===== src/vrc6_pkg.sv =====
// VRC6 mapper shared definitions
// Bus widths, fixed bank constants, mirroring modes and register selects
`default_nettype none

package vrc6_pkg;

	typedef logic [15:0] cpu_addr_t;
	typedef logic [13:0] ppu_addr_t;
	typedef logic [21:0] ext_addr_t;  // External PRG/CHR memory address
	typedef logic [7:0]  data_t;
	typedef logic [7:0]  chr_bank_t;  // 1 KiB CHR bank
	typedef logic [4:0]  prg_bank8_t; // 16 KiB bank at 8000
	typedef logic [5:0]  prg_bankc_t; // 8 KiB bank at C000

	localparam int FREQ_W = 12; // Channel period width

	localparam logic [8:0] PRG_RAM_BANK  = 9'b111100000; // Work RAM window
	localparam prg_bankc_t PRG_LAST_BANK = 6'b111111;    // Fixed E000 bank
	localparam logic [2:0] CHR_BASE      = 3'b100;

	// Scanline prescaler reloads, alternating 113/113/112
	localparam logic [6:0] IRQ_PRESCALE_LONG  = 7'd113;
	localparam logic [6:0] IRQ_PRESCALE_SHORT = 7'd112;

	typedef enum logic [1:0] {
		MIR_VERT   = 2'd0, // PPU A10
		MIR_HORZ   = 2'd1, // PPU A11
		MIR_ONE_LO = 2'd2,
		MIR_ONE_HI = 2'd3
	} mirror_e;

	// Mapper-24 register map; CHR selects must stay consecutive
	typedef enum logic [4:0] {
		REG_NONE,
		REG_PRG8,
		REG_PRGC,
		REG_MIRROR,
		REG_CHR0, REG_CHR1, REG_CHR2, REG_CHR3,
		REG_CHR4, REG_CHR5, REG_CHR6, REG_CHR7,
		REG_IRQ_LATCH,
		REG_IRQ_CTRL,
		REG_IRQ_ACK,
		REG_SQ1_CTRL, REG_SQ1_FLO, REG_SQ1_FHI,
		REG_SQ2_CTRL, REG_SQ2_FLO, REG_SQ2_FHI,
		REG_SAW_RATE, REG_SAW_FLO, REG_SAW_FHI
	} vrc6_reg_e;

endpackage

`default_nettype wire


===== src/vrc6_reg_decode.sv =====
// VRC6 register decoder
// Maps a CPU write address onto a register select and a write strobe
`default_nettype none

module vrc6_reg_decode import vrc6_pkg::*; (
	input  logic      clk,
	input  logic      ce,
	input  logic      cpu_wr,
	input  cpu_addr_t cpu_addr,
	output vrc6_reg_e reg_sel,
	output logic      wr_stb
);

	logic [1:0] reg_lo;

	assign reg_lo = cpu_addr[1:0];

	always_comb begin
		reg_sel = REG_NONE;
		case (cpu_addr[15:12])
			4'h8: reg_sel = REG_PRG8; // 800x mirrors
			4'h9: case (reg_lo)
				2'd0: reg_sel = REG_SQ1_CTRL;
				2'd1: reg_sel = REG_SQ1_FLO;
				2'd2: reg_sel = REG_SQ1_FHI;
				default: ;
			endcase
			4'hA: case (reg_lo)
				2'd0: reg_sel = REG_SQ2_CTRL;
				2'd1: reg_sel = REG_SQ2_FLO;
				2'd2: reg_sel = REG_SQ2_FHI;
				default: ;
			endcase
			4'hB: case (reg_lo)
				2'd0: reg_sel = REG_SAW_RATE;
				2'd1: reg_sel = REG_SAW_FLO;
				2'd2: reg_sel = REG_SAW_FHI;
				default: reg_sel = REG_MIRROR; // B003
			endcase
			4'hC: reg_sel = REG_PRGC;
			4'hD: reg_sel = vrc6_reg_e'(REG_CHR0 + reg_lo);
			4'hE: reg_sel = vrc6_reg_e'(REG_CHR4 + reg_lo);
			4'hF: case (reg_lo)
				2'd0: reg_sel = REG_IRQ_LATCH;
				2'd1: reg_sel = REG_IRQ_CTRL;
				2'd2: reg_sel = REG_IRQ_ACK;
				default: ;
			endcase
			default: ;
		endcase
	end

	// One strobe per CPU write cycle to a mapped register
	assign wr_stb = ce && cpu_wr && (reg_sel != REG_NONE);

	// Every mapper register sits at 8000 or above
	a_stb_mapped: assert property (@(posedge clk) wr_stb |-> cpu_addr[15]);

endmodule

`default_nettype wire


===== src/vrc6_bank_regs.sv =====
// VRC6 banking registers
// PRG bank, CHR bank and mirroring state written over the CPU bus
`default_nettype none

module vrc6_bank_regs import vrc6_pkg::*; (
	input  logic       clk,
	input  logic       rst_n,
	input  logic       wr_stb,
	input  vrc6_reg_e  reg_sel,
	input  data_t      cpu_din,
	output prg_bank8_t prg_bank8,
	output prg_bankc_t prg_bankc,
	output mirror_e    mirror,
	output chr_bank_t  chr_bank [8]
);

	logic       chr_wr;
	logic [2:0] chr_idx;

	assign chr_wr  = wr_stb && (reg_sel >= REG_CHR0) && (reg_sel <= REG_CHR7);
	assign chr_idx = 3'(reg_sel - REG_CHR0); // D000..E003 in order

	always_ff @(posedge clk or negedge rst_n) begin
		if (!rst_n) begin
			prg_bank8 <= '0;
			prg_bankc <= '0;
			mirror    <= MIR_VERT;
		end else if (wr_stb) begin
			case (reg_sel)
				REG_PRG8:   prg_bank8 <= cpu_din[4:0];
				REG_PRGC:   prg_bankc <= cpu_din[5:0];
				REG_MIRROR: mirror    <= mirror_e'(cpu_din[3:2]);
				default: ;
			endcase
		end
	end

	always_ff @(posedge clk or negedge rst_n) begin
		if (!rst_n) begin
			for (int i = 0; i < 8; i++) begin
				chr_bank[i] <= '0;
			end
		end else if (chr_wr) begin
			chr_bank[chr_idx] <= cpu_din; // Full byte per 1 KiB bank
		end
	end

endmodule

`default_nettype wire


===== src/vrc6_irq.sv =====
// VRC6 IRQ counter
// 8-bit up counter clocked per CPU cycle or per scanline through a prescaler
`default_nettype none

module vrc6_irq import vrc6_pkg::*; (
	input  logic      clk,
	input  logic      rst_n,
	input  logic      ce,
	input  logic      wr_stb,
	input  vrc6_reg_e reg_sel,
	input  data_t     cpu_din,
	output logic      irq
);

	logic [7:0] latch;
	logic       irq_m;    // Cycle mode
	logic       irq_e;    // Counter enable
	logic       irq_a;    // Enable restored on acknowledge
	logic [6:0] prescale;
	logic [1:0] line;     // Position in the 113/113/112 pattern
	logic [7:0] count;
	logic       timeout;
	logic       ctrl_wr;
	logic       ack_wr;
	logic       step;

	assign ctrl_wr = wr_stb && (reg_sel == REG_IRQ_CTRL);
	assign ack_wr  = wr_stb && (reg_sel == REG_IRQ_ACK);
	assign step    = ce && irq_e && (irq_m || prescale == '0);

	always_ff @(posedge clk or negedge rst_n) begin
		if (!rst_n) begin
			latch <= '0;
			irq_m <= 1'b0;
			irq_a <= 1'b0;
		end else begin
			if (wr_stb && reg_sel == REG_IRQ_LATCH)
				latch <= cpu_din;
			if (ctrl_wr) begin
				irq_m <= cpu_din[2];
				irq_a <= cpu_din[0];
			end
		end
	end

	always_ff @(posedge clk or negedge rst_n) begin
		if (!rst_n) begin
			prescale <= '0;
			line     <= '0;
			count    <= '0;
		end else if (ctrl_wr && cpu_din[1]) begin
			prescale <= IRQ_PRESCALE_LONG; // Enabling write restarts everything
			line     <= '0;
			count    <= latch;
		end else if (ce && irq_e) begin
			if (prescale != '0) begin
				prescale <= prescale - 7'd1;
			end else begin
				prescale <= line[1] ? IRQ_PRESCALE_SHORT : IRQ_PRESCALE_LONG;
				line     <= line[1] ? 2'd0 : line + 2'd1;
			end
			if (step)
				count <= (count == 8'hFF) ? latch : count + 8'd1;
		end
	end

	always_ff @(posedge clk or negedge rst_n) begin
		if (!rst_n) begin
			irq_e   <= 1'b0;
			timeout <= 1'b0;
		end else begin
			if (ctrl_wr || ack_wr)
				timeout <= 1'b0;
			else if (step && count == 8'hFF)
				timeout <= 1'b1; // Overflow
			if (ctrl_wr)
				irq_e <= cpu_din[1];
			else if (ack_wr)
				irq_e <= irq_a;
		end
	end

	assign irq = timeout & irq_e;

	// Acknowledge drops the request in the next cycle
	a_ack_clears: assert property (@(posedge clk) disable iff (!rst_n) ack_wr |=> !irq);

endmodule

`default_nettype wire


===== src/vrc6_pulse.sv =====
// VRC6 pulse channel
// Volume, 8-step duty cycle or constant digital level, 12-bit period
`default_nettype none

module vrc6_pulse import vrc6_pkg::*; (
	input  logic       clk,
	input  logic       rst_n,
	input  logic       ce,
	input  logic       wr_stb,
	input  logic       ctrl_sel,
	input  logic       flo_sel,
	input  logic       fhi_sel,
	input  data_t      cpu_din,
	output logic [3:0] level
);

	logic              mode;     // Digital mode, ignores duty
	logic [2:0]        duty;
	logic [3:0]        vol;
	logic [FREQ_W-1:0] freq;
	logic              en;
	logic [FREQ_W-1:0] div;
	logic [3:0]        duty_cnt;
	logic [4:0]        duty_pos;

	always_ff @(posedge clk or negedge rst_n) begin
		if (!rst_n) begin
			{mode, duty, vol} <= '0;
			freq     <= '0;
			en       <= 1'b0;
			div      <= '0;
			duty_cnt <= '0;
		end else begin
			if (wr_stb && ctrl_sel)
				{mode, duty, vol} <= cpu_din;
			if (wr_stb && flo_sel)
				freq[7:0] <= cpu_din;
			if (wr_stb && fhi_sel)
				{en, freq[FREQ_W-1:8]} <= {cpu_din[7], cpu_din[3:0]};
			if (ce && en) begin
				if (div != '0) begin
					div <= div - 1'b1;
				end else begin
					div      <= freq;
					duty_cnt <= duty_cnt + 4'd1;
				end
			end
		end
	end

	// High phase while the step is at or below the duty setting
	assign duty_pos = {1'b0, duty_cnt} + {1'b0, 1'b1, ~duty};
	assign level    = ((~duty_pos[4] | mode) & en) ? vol : 4'd0;

endmodule

`default_nettype wire


===== src/vrc6_saw.sv =====
// VRC6 sawtooth channel
// Accumulates the rate six times per cycle, cleared on the seventh step
`default_nettype none

module vrc6_saw import vrc6_pkg::*; (
	input  logic       clk,
	input  logic       rst_n,
	input  logic       ce,
	input  logic       wr_stb,
	input  vrc6_reg_e  reg_sel,
	input  data_t      cpu_din,
	output logic [4:0] level
);

	logic [5:0]        rate;
	logic [FREQ_W-1:0] freq;
	logic              en;
	logic [FREQ_W:0]   div;  // Runs at half the pulse rate
	logic [2:0]        step;
	logic [7:0]        acc;

	always_ff @(posedge clk or negedge rst_n) begin
		if (!rst_n) begin
			rate <= '0;
			freq <= '0;
			en   <= 1'b0;
			div  <= '0;
			step <= '0;
			acc  <= '0;
		end else begin
			if (wr_stb && reg_sel == REG_SAW_RATE)
				rate <= cpu_din[5:0];
			if (wr_stb && reg_sel == REG_SAW_FLO)
				freq[7:0] <= cpu_din;
			if (wr_stb && reg_sel == REG_SAW_FHI)
				{en, freq[FREQ_W-1:8]} <= {cpu_din[7], cpu_din[3:0]};
			if (ce && en) begin
				if (div != '0) begin
					div <= div - 1'b1;
				end else begin
					div <= {freq, 1'b1};
					if (step == 3'd6) begin
						step <= '0;
						acc  <= '0;
					end else begin
						step <= step + 3'd1;
						acc  <= acc + {2'b00, rate};
					end
				end
			end
		end
	end

	assign level = en ? acc[7:3] : 5'd0;

	a_step_range: assert property (@(posedge clk) disable iff (!rst_n) step <= 3'd6);

endmodule

`default_nettype wire


===== src/vrc6_addr_map.sv =====
// VRC6 address translation
// CPU and PPU addresses to PRG, CHR and CIRAM selects, purely combinational
`default_nettype none

module vrc6_addr_map import vrc6_pkg::*; (
	input  cpu_addr_t  cpu_addr,
	input  logic       cpu_wr,
	input  ppu_addr_t  ppu_addr,
	input  prg_bank8_t prg_bank8,
	input  prg_bankc_t prg_bankc,
	input  mirror_e    mirror,
	input  chr_bank_t  chr_bank [8],
	output ext_addr_t  prg_addr,
	output logic       prg_allow,
	output ext_addr_t  chr_addr,
	output logic       ciram_ce,
	output logic       ciram_a10
);

	logic [8:0] prg_hi; // External address bits 21:13
	logic       prg_is_ram;

	assign prg_is_ram = (cpu_addr[15:13] == 3'b011);

	always_comb begin
		case (cpu_addr[15:13])
			3'b011:         prg_hi = PRG_RAM_BANK;
			3'b100, 3'b101: prg_hi = {3'b000, prg_bank8, cpu_addr[13]}; // 16 KiB window
			3'b110:         prg_hi = {3'b000, prg_bankc};
			3'b111:         prg_hi = {3'b000, PRG_LAST_BANK};
			default:        prg_hi = '0;
		endcase
	end

	assign prg_addr  = {prg_hi, cpu_addr[12:0]};
	assign prg_allow = (cpu_addr[15] && !cpu_wr) || prg_is_ram; // ROM read or WRAM

	assign chr_addr = {CHR_BASE, 1'b0, chr_bank[ppu_addr[12:10]], ppu_addr[9:0]};

	assign ciram_ce = ppu_addr[13];

	always_comb begin
		case (mirror)
			MIR_VERT:   ciram_a10 = ppu_addr[10];
			MIR_HORZ:   ciram_a10 = ppu_addr[11];
			MIR_ONE_LO: ciram_a10 = 1'b0;
			default:    ciram_a10 = 1'b1;
		endcase
	end

endmodule

`default_nettype wire


===== src/vrc6_top.sv =====
// VRC6 mapper top level
// Register decode, banking, IRQ, expansion sound and address translation
`default_nettype none

module vrc6_top import vrc6_pkg::*; (
	input  logic       clk,
	input  logic       rst_n,
	input  logic       ce,        // One clk pulse per CPU cycle
	input  cpu_addr_t  cpu_addr,
	input  logic       cpu_wr,
	input  data_t      cpu_din,
	input  ppu_addr_t  ppu_addr,
	output ext_addr_t  prg_addr,
	output logic       prg_allow,
	output ext_addr_t  chr_addr,
	output logic       ciram_ce,
	output logic       ciram_a10,
	output logic       irq,
	output logic [5:0] audio
);

	vrc6_reg_e  reg_sel;
	logic       wr_stb;
	prg_bank8_t prg_bank8;
	prg_bankc_t prg_bankc;
	mirror_e    mirror;
	chr_bank_t  chr_bank [8];
	logic [3:0] sq1_level;
	logic [3:0] sq2_level;
	logic [4:0] saw_level;

	vrc6_reg_decode u_decode (
		.clk, .ce, .cpu_wr, .cpu_addr, .reg_sel, .wr_stb
	);

	vrc6_bank_regs u_banks (
		.clk, .rst_n, .wr_stb, .reg_sel, .cpu_din,
		.prg_bank8, .prg_bankc, .mirror, .chr_bank
	);

	vrc6_irq u_irq (
		.clk, .rst_n, .ce, .wr_stb, .reg_sel, .cpu_din, .irq
	);

	vrc6_pulse u_sq1 (
		.clk, .rst_n, .ce, .wr_stb,
		.ctrl_sel (reg_sel == REG_SQ1_CTRL),
		.flo_sel  (reg_sel == REG_SQ1_FLO),
		.fhi_sel  (reg_sel == REG_SQ1_FHI),
		.cpu_din,
		.level    (sq1_level)
	);

	vrc6_pulse u_sq2 (
		.clk, .rst_n, .ce, .wr_stb,
		.ctrl_sel (reg_sel == REG_SQ2_CTRL),
		.flo_sel  (reg_sel == REG_SQ2_FLO),
		.fhi_sel  (reg_sel == REG_SQ2_FHI),
		.cpu_din,
		.level    (sq2_level)
	);

	vrc6_saw u_saw (
		.clk, .rst_n, .ce, .wr_stb, .reg_sel, .cpu_din, .level (saw_level)
	);

	vrc6_addr_map u_map (
		.cpu_addr, .cpu_wr, .ppu_addr, .prg_bank8, .prg_bankc, .mirror, .chr_bank,
		.prg_addr, .prg_allow, .chr_addr, .ciram_ce, .ciram_a10
	);

	// Channels mix as a plain sum, 15 + 15 + 31 fits in six bits
	assign audio = {2'b00, sq1_level} + {2'b00, sq2_level} + {1'b0, saw_level};

endmodule

`default_nettype wire


===== config.mk =====
export PLATFORM = sky130hd
export DESIGN_NAME = vrc6_top
export DESIGN_NICKNAME = d
export VERILOG_FILES = /design/src/vrc6_pkg.sv /design/src/vrc6_reg_decode.sv /design/src/vrc6_bank_regs.sv /design/src/vrc6_irq.sv /design/src/vrc6_pulse.sv /design/src/vrc6_saw.sv /design/src/vrc6_addr_map.sv /design/src/vrc6_top.sv
export SDC_FILE = /design/constraint.sdc
export NUM_CORES = 1
export LEC_CHECK = 0
export BUFFER_PORTS_ARGS = -buffer_cell sky130_fd_sc_hd__buf_2
export CORE_ASPECT_RATIO = 1.4
export CORE_MARGIN = 2
export CORE_UTILIZATION = 55
export DETAILED_ROUTE_END_ITERATION = 16
export GPL_ROUTABILITY_DRIVEN = 1
export PLACE_DENSITY = 0.86
export SYNTH_ARGS = -nofsm -noshare
export SYNTH_HDL_FRONTEND = slang
export SYNTH_SLANG_ARGS = --single-unit
export TNS_END_PERCENT = 5

===== constraint.sdc =====
create_clock -name clk -period 3.92 [get_ports clk]
set_input_delay 0.588 -clock clk [delete_from_list [all_inputs] [get_ports clk]]
set_output_delay 0.588 -clock clk [all_outputs]
set_load 0.01 [all_outputs]

==> summary.md, run 1 <==
| Metric | Value |
|---|---|
| Clk sinks | `around 220` |
| Ports | `96` |
| Layout cells sized above 1 | `29.2%` |
| Total wire length | `approximately 25000 um` |
| Synthesized area | `between 0.01 and 0.015 sq mm` |
| Critical path launch point type | `register` |
| Main synth FF type | `dfrtp_1` |
| Failing checks | `setup timing` |
| TritonCTS clock tree | `built` |
| Clk pin slew, worst setup/hold paths | `60 ps` |
| Largest cells by area after synthesis | `dfrtp_1 (48%), mux2_2 (15%), ha_1 (3.1%)` |
| Number of diodes | `0` |
| Width of the chip | `about 130 um` |
| Synth warn | `0` |
| Initial antenna violation count | `0` |
| FF/Latch Area | `0.00558 sq mm` |
| DRC viols | `0` |
| Dominant cell type by area after synthesis | `dfrtp_1` |
| # hold bufs at CTS | `0` |
| Area of the multi-input gates | `roughly 0.0055 sq mm` |
| Critical Path RT | `about 3300 ps` |
| Worst-path fanout max | `2` |
| Int Pwr | `roughly 0.0043 W` |
| Total power | `roughly 0.006 W` |
| Nets | `roughly 1100` |
| Commonest non-fill, non-tap cells in the layout | `dfrtp_1 (223), mux2_2 (157), nand2_1 (86)` |
| Share of the synthesized area in the top cell type | `48.4%` |
| Drt pass-1 iters | `5` |
| Core area | `roughly 0.02 sq mm` |
| Clk_lat worst skew | `510 ps` |
| Worst path arrival time | `3390 ps` |
| Status | `finished, violations left` |
| Syn Area/Cell | `~11 sq um` |
| Row count | `between 60 and 70` |
| Comb pwr share | `between 10% and 20%` |
| Final count of hold timing violations | `0` |
| Most common cell after layout, fill and taps aside | `dfrtp_1` |
| Register share of total power | `48.0%` |
| DRT antenna net count | `0` |
| RSZ-0062 raised after global routing | `yes` |
| Vias after detailed routing | `between 7000 and 8000` |
| Fillcell total | `around 1500` |
| Post-synthesis sequential area ratio | `between 40% and 50%` |
| Clock network power share | `36.4%` |
| Overall global routing resource usage | `a little under a quarter` |
| Minimum clock period | `about 4000 ps` |
| Final setup violating endpoints | `2` |
| First-pass GRT wire length | `between 40000 and 50000 um` |
| Sw Pwr | `around 0.0016 W` |
| Post-DP HPWL | `around 16000 um` |
| Max-Slew Margin vs Limit | `about two fifths` |
| # port buffers | `49` |
| Wire per inst | `19.3 um` |
| Critical setup path kind | `register to primary output` |
| Leak | `between 6 and 7 nW` |
| Worst-margin pin slew | `just over 900 ps` |
| Pwr dens | `around 460 mW/mm^2` |
| Mapped Cells | `1025` |
| Yosys reg bits | `223` |
| CTS Buf Count | `23` |
| Sw frac | `between 20% and 30%` |
| CTS HTree Levels | `1` |
| Largest net degree at the start of global routing | `between 100 and 150` |
| P&R area growth vs syn | `9.42%` |
| Maximum clock path buffer count | `3` |
| CTS root buffer | `clkbuf_16` |
| Initial Util | `a little under three fifths` |
| Routability congestion estimate | `roughly 0.85` |
| Vias in the first global route | `8162` |
| PnR worst setup slack | `-55.8 ps` |
| Die Ht | `around 180 um` |
| Post-synth EDFFs | `0` |
| Setup crit end kind | `primary output` |
| Post-synth cell types | `between 70 and 80` |
| GR Overflow Total | `0` |
| Clock Skew | `~19 ps` |
| Worst hold path type | `input port to asynchronous set/reset pin` |
| Max cap viols | `0` |
| Period Utilization, post-route | `101%` |
| DR iter-0 viols | `432` |
| Achievable frequency | `around 250 MHz` |
| Die ar. | `0.0222 sq mm` |
| Via density | `6.10` |
| Max-slew violations | `0` |
| Final TNS setup | `-84.7 ps` |
| Async set or reset register ratio after synthesis | `100%` |
| Worst VDD drop | `330 uV` |
[power groups by stage]
stage / Sequential [W] / Combinational [W] / Clock, W
5_1_grt: 0.00285 / 0.00102 / 0.00226
2_1_floorplan: 0.00278 / 0.000704 / 0
6_report: 0.00281 / 0.000913 / 0.00213
4_1_cts: 0.00281 / 0.000912 / 0.00216
3_3_place_gp: 0.00283 / 0.000858 / 0
3_5_place_dp: 0.00285 / 0.000899 / 0
[logic make-up after synthesis]
logic type	synth area share (%)
AOI/OAI and AO/OA	10.2
xor gates and xnor gates	1.14
adders and majority gates	4.19
buffers and inverters	4.73
DFF	48.4
muxes	18.8
other	0.0651
and+or+nand+nor	12.5
[synth_stat cells (4+ instances only)]
master / number
or3_1: 8
a211oi_1: 6
nand2b_1: 4
nand3_1: 15
xor2_1: 5
o21a_1: 4
mux2_2: 157
nor2_1: 58
nor3b_1: 4
clkbuf_1: 30
a21oi_1: 44
xnor2_1: 10
inv_1: 41
a22o_1: 4
a31oi_1: 8
and2_1: 11
nor4_1: 5
nor2b_1: 5
a21o_1: 8
nand4_1: 9
mux2i_1: 4
o31ai_1: 9
o22ai_1: 5
nand2_1: 89
o21bai_1: 5
a22oi_1: 6
dfrtp_1: 223
o21ai_0: 59
buf_4: 30
fa_1: 6
mux4_2: 16
nor3_1: 26
buf_2: 7
and3_1: 7
ha_1: 29
buf_1: 5
[worst paths after layout]
check                                              start                          endpoint  slack [ps]  depth (start not counted)
max in group asynchronous                          rst_n  u_banks.chr_bank[51]$_DFFE_PN0P_        2800                          2
hold reg to reg                 u_saw.acc[0]$_DFFE_PN0P_          u_saw.acc[0]$_DFFE_PN0P_         490                          2
setup reg to reg                u_saw.div[0]$_DFFE_PN0P_          u_saw.acc[6]$_DFFE_PN0P_        1160                          7
setup / recovery           u_sq1.duty_cnt[1]$_DFFE_PN0P_                          audio[5]         -60                         13
min in group clk                u_saw.acc[0]$_DFFE_PN0P_          u_saw.acc[0]$_DFFE_PN0P_         490                          2
hold / removal                                     rst_n  u_banks.chr_bank[56]$_DFFE_PN0P_         130                          1
[registers in the layout, summed over array words and instances (netlist names), 12 cells and up]
| signal | cells |
|---|---|
| u_sq2.div | 12 |
| u_sq1.freq | 12 |
| u_saw.freq | 12 |
| u_saw.div | 13 |
| u_sq2.freq | 12 |
| u_banks.chr_bank | 64 |
| u_sq1.div | 12 |
[critical path, cell delays in order, from the launching register on]
cell      delay (ps)
dfrtp_1          400
ha_1             290
nand2_1           80
o21bai_1          70
a211oi_2         200
o21a_1           220
nand2_2           80
fa_1             530
inv_2             50
ha_4             160
fa_2             370
a21o_1           170
a21o_1           150
buf_2            130
[final cells by class]
type | instances | area share, %
clock buffers | 33 | 5.33
inverters | 41 | 1.22
repair buffers | 61 | 2.81
flip-flops and latches | 223 | 44.2
multi-input cells | 691 | 43.4
clock inverters | 6 | 0.456
well taps | 256 | 2.54
[stage by stage]
step	cell area (sq um)	hold WS (ps)	instances	setup WS, ps	util (%)
final	12600	130	1311	-55.8	61.4
after global routing	12600	208	1311	-194	61.4
after CTS	12600	186	1310	-70.0	61.2
after detailed placement	11800	471	1266	197	57.3
after global placement	11800	453	1266	331	57.3
after floorplan	11500	292	1027	536	-
[repair_timing]
action                                  CTS  global route
resized for setup                        12             7
pin swaps                                17             2
cloned                                    0             0
endpoints found under the setup margin    4             4
endpoints found under the hold margin     0             0
setup buffers                             5             1
[routing by layer]
layer	up-vias	GRT usage (%)	wire length, um
li1	3674	-	-
met1	4036	28.8	10200
met2	208	39.8	13000
met3	76	2.80	1100
met4	0	10.3	1030
met5	-	0	0
Note: power is estimated with default switching activity, not from simulation.
==> inputs of run 2 (changes only) <==
--- a/config.mk
+++ b/config.mk
@@ -6,12 +6,12 @@
 export NUM_CORES = 1
 export LEC_CHECK = 0
 export BUFFER_PORTS_ARGS = -buffer_cell sky130_fd_sc_hd__buf_2
-export CORE_ASPECT_RATIO = 1.4
 export CORE_MARGIN = 2
-export CORE_UTILIZATION = 55
+export CORE_UTILIZATION = 60
+export CTS_BUF_LIST = sky130_fd_sc_hd__clkbuf_4 sky130_fd_sc_hd__clkbuf_8
 export DETAILED_ROUTE_END_ITERATION = 16
 export GPL_ROUTABILITY_DRIVEN = 1
-export PLACE_DENSITY = 0.86
+export PLACE_DENSITY = 0.92
 export SYNTH_ARGS = -nofsm -noshare
 export SYNTH_HDL_FRONTEND = slang
 export SYNTH_SLANG_ARGS = --single-unit
==> run 2 against run 1 <==
  * The run still ends with setup timing left
  * Count of clock-buffer cells in the layout rose by 27
  * Flip-flop and latch count did not move
  * Sequential share of layout area fell by 0.27 points
  * Combinational power rose by 2.3%
  * Setup slack got worse by 27 ps
  * Non-clock buffer count fell by 2
  * Power rose by 2.1%
  * Routed wire length rose by 3.9%
  * Critical path type unchanged
  * Largest cell class unchanged
  * Highest routed layer unchanged
==> summary.md, run 2 (same netlist as run 1, synthesis figures left out) <==
| Metric | Value |
|---|---|
| Largest Register | `u_banks.chr_bank` |
| Maximum clock path buffer count | `3` |
| Max cap viols | `0` |
| Pwr dens | `between 400 and 500 mW/mm^2` |
| Overall global routing resource usage | `about 27%` |
| Total power | `about 0.0060 W` |
| Final count of hold timing violations | `0` |
| Largest net degree at the start of global routing | `between 100 and 150` |
| PnR worst setup slack | `-82.8 ps` |
| Total wire length | `roughly 26000 um` |
| Post-DP HPWL | `between 15000 and 20000 um` |
| DR iter-0 viols | `634` |
| Period Utilization, post-route | `102%` |
| First-pass GRT wire length | `43600 um` |
| Leak | `6.12 nW` |
| Width of the chip | `around 140 um` |
| Worst path arrival time | `roughly 3400 ps` |
| CTS root buffer | `clkbuf_8` |
| Critical setup path kind | `register to primary output` |
| Core area | `between 0.015 and 0.02 sq mm` |
| Worst hold path type | `input port to asynchronous set/reset pin` |
| Clock Skew | `17.9 ps` |
| Routability congestion estimate | `between 0.8 and 0.9` |
| Vias in the first global route | `roughly 8600` |
| Wire per inst | `roughly 20 um` |
| Critical path launch point type | `register` |
| # hold bufs at CTS | `0` |
| Initial antenna violation count | `1` |
| Worst-path fanout max | `2` |
| TritonCTS clock tree | `built` |
| Worst R2R Start | `u_saw.div[9]$_DFFE_PN0P_` |
| Status | `finished, violations left` |
| Final setup violating endpoints | `3` |
| Post-route cell area | `0.0127 sq mm` |
| CTS Buf Count | `37` |
| Die ar. | `slightly above 0.02 sq mm` |
| Max-Slew Margin vs Limit | `roughly 29%` |
| Number of diodes | `0` |
| Clk pin slew, worst setup/hold paths | `~70 ps` |
| Most common cell after layout, fill and taps aside | `dfrtp_1` |
| Row count | `50` |
| Vias after detailed routing | `8278` |
| Layout cells sized above 1 | `31.4%` |
| DRC viols | `0` |
| Achievable frequency | `250 MHz` |
| Drt pass-1 iters | `6` |
| Clk sinks | `approximately 220` |
| P&R area growth vs syn | `10.1%` |
| Worst-margin pin slew | `between 1000 and 1500 ps` |
| Area after DPL | `between 0.01 and 0.015 sq mm` |
| Reg-to-Reg End | `u_saw.acc[6]$_DFFE_PN0P_` |
| # port buffers | `between 40 and 50` |
| R2r setup slk | `1110 ps` |
| RSZ-0062 raised after global routing | `yes` |
| Clk_lat worst skew | `540 ps` |
| Setup crit end kind | `primary output` |
| Ports | `96` |
| Die Ht | `143 um` |
| Fin util | `67.7%` |
| Worst Hold Slack | `slightly below 100 ps` |
| Gr busiest metal | `met2` |
| Max FFs per register | `64` |
| Depth of the worst register-to-register path | `5` |
| Worst VDD drop | `214 uV` |
| Initial Util | `61.5%` |
| Via density | `around 6.3` |
| Commonest non-fill, non-tap cells in the layout | `dfrtp_1 (223), mux2_2 (157), nand2_1 (84)` |
| GR Overflow Total | `0` |
| Fillcell total | `1274` |
| CTS HTree Levels | `2` |
| DRT antenna net count | `0` |
| Nets | `approximately 1100` |
| M3 GR Usage | `roughly 5.6%` |
| GR Util met1 | `about a third` |
| Minimum clock period | `4000 ps` |
| Max-slew violations | `0` |
| Met2 Track Usage GR | `a little under half` |
| Largest regs | `u_banks.chr_bank x64, u_saw.div x13` |
| Failing checks | `setup timing` |
| Critical Path RT | `3330 ps` |
## run 2: cell types whose count changed in the layout (fill, tap and decap cells not counted), moves of 2 or more
cell	delta
clkbuf_4	+11
clkbuf_1	-4
clkbuf_16	-23
nand2_1	-2
buf_4	-4
clkbuf_8	+43
## run 2: repair_timing
item / in CTS / in global routing
buffers inserted: 6 / 0
resized for setup: 11 / 12
pin swaps: 17 / 6
endpoints found under the setup margin: 4 / 4
endpoints found under the hold margin: 0 / 0
## run 2: stage by stage
step / cells / setup TNS, ps / worst slack, ps
3_3_place_gp: 1242 / 0 / 350
3_5_place_dp: 1242 / 0 / 199
2_1_floorplan: 1027 / 0 / 536
4_1_cts: 1314 / -221 / -91.1
6_report: 1314 / -229 / -82.8
5_1_grt: 1314 / -838 / -268
## run 2: critical path: stages (launching register included)
cell      delay, ps
dfrtp_1         380
ha_1            300
nand2_1          70
o21bai_1         80
a211oi_2        200
o21a_1          200
nand2_2          80
fa_1            560
inv_2            50
ha_4            160
fa_2            370
a21o_1          160
a21o_1          140
buf_2           130
## run 2: routing by layer
metal,share of wire [%],vias to the layer above,wire length (um)
met5,0,-,0
met4,2.4,0,629
met3,5.9,73,1560
met2,51,303,13500
met1,40,4199,10600
li1,-,3703,-
## run 2: where the power goes
group	switching [W]	leakage (nW)	internal [W]
Sequential	0.000218	2.96	0.00260
Combinational	0.000505	2.73	0.000428
Clock	0.000939	0.429	0.00129
## run 2: cell type report
class / count / area [sq um] / share of cell area (%)
Sequential cell: 223 / 5580 / 43.9
Clock buffer: 60 / 757 / 5.96
Inverter: 41 / 154 / 1.21
Clock inverter: 6 / 60.1 / 0.473
Tap cell: 234 / 293 / 2.31
Multi-Input combinational cell: 691 / 5500 / 43.3
Timing Repair Buffer: 59 / 357 / 2.81
## run 2: worst max-delay path by stage
stage | cells past startpoint | endpoint | startpoint | slack [ps]
2_1_floorplan | 12 | audio[5] | u_sq1.duty_cnt[1]$_DFFE_PN0P_ | 540
3_5_place_dp | 13 | audio[5] | u_sq2.duty_cnt[1]$_DFFE_PN0P_ | 200
3_3_place_gp | 13 | audio[5] | u_sq1.duty_cnt[1]$_DFFE_PN0P_ | 350
5_1_grt | 14 | audio[5] | u_sq1.duty[1]$_DFFE_PN0P_ | -270
4_1_cts | 14 | audio[5] | u_sq2.duty[1]$_DFFE_PN0P_ | -90
6_report | 13 | audio[5] | u_sq2.duty_cnt[1]$_DFFE_PN0P_ | -80
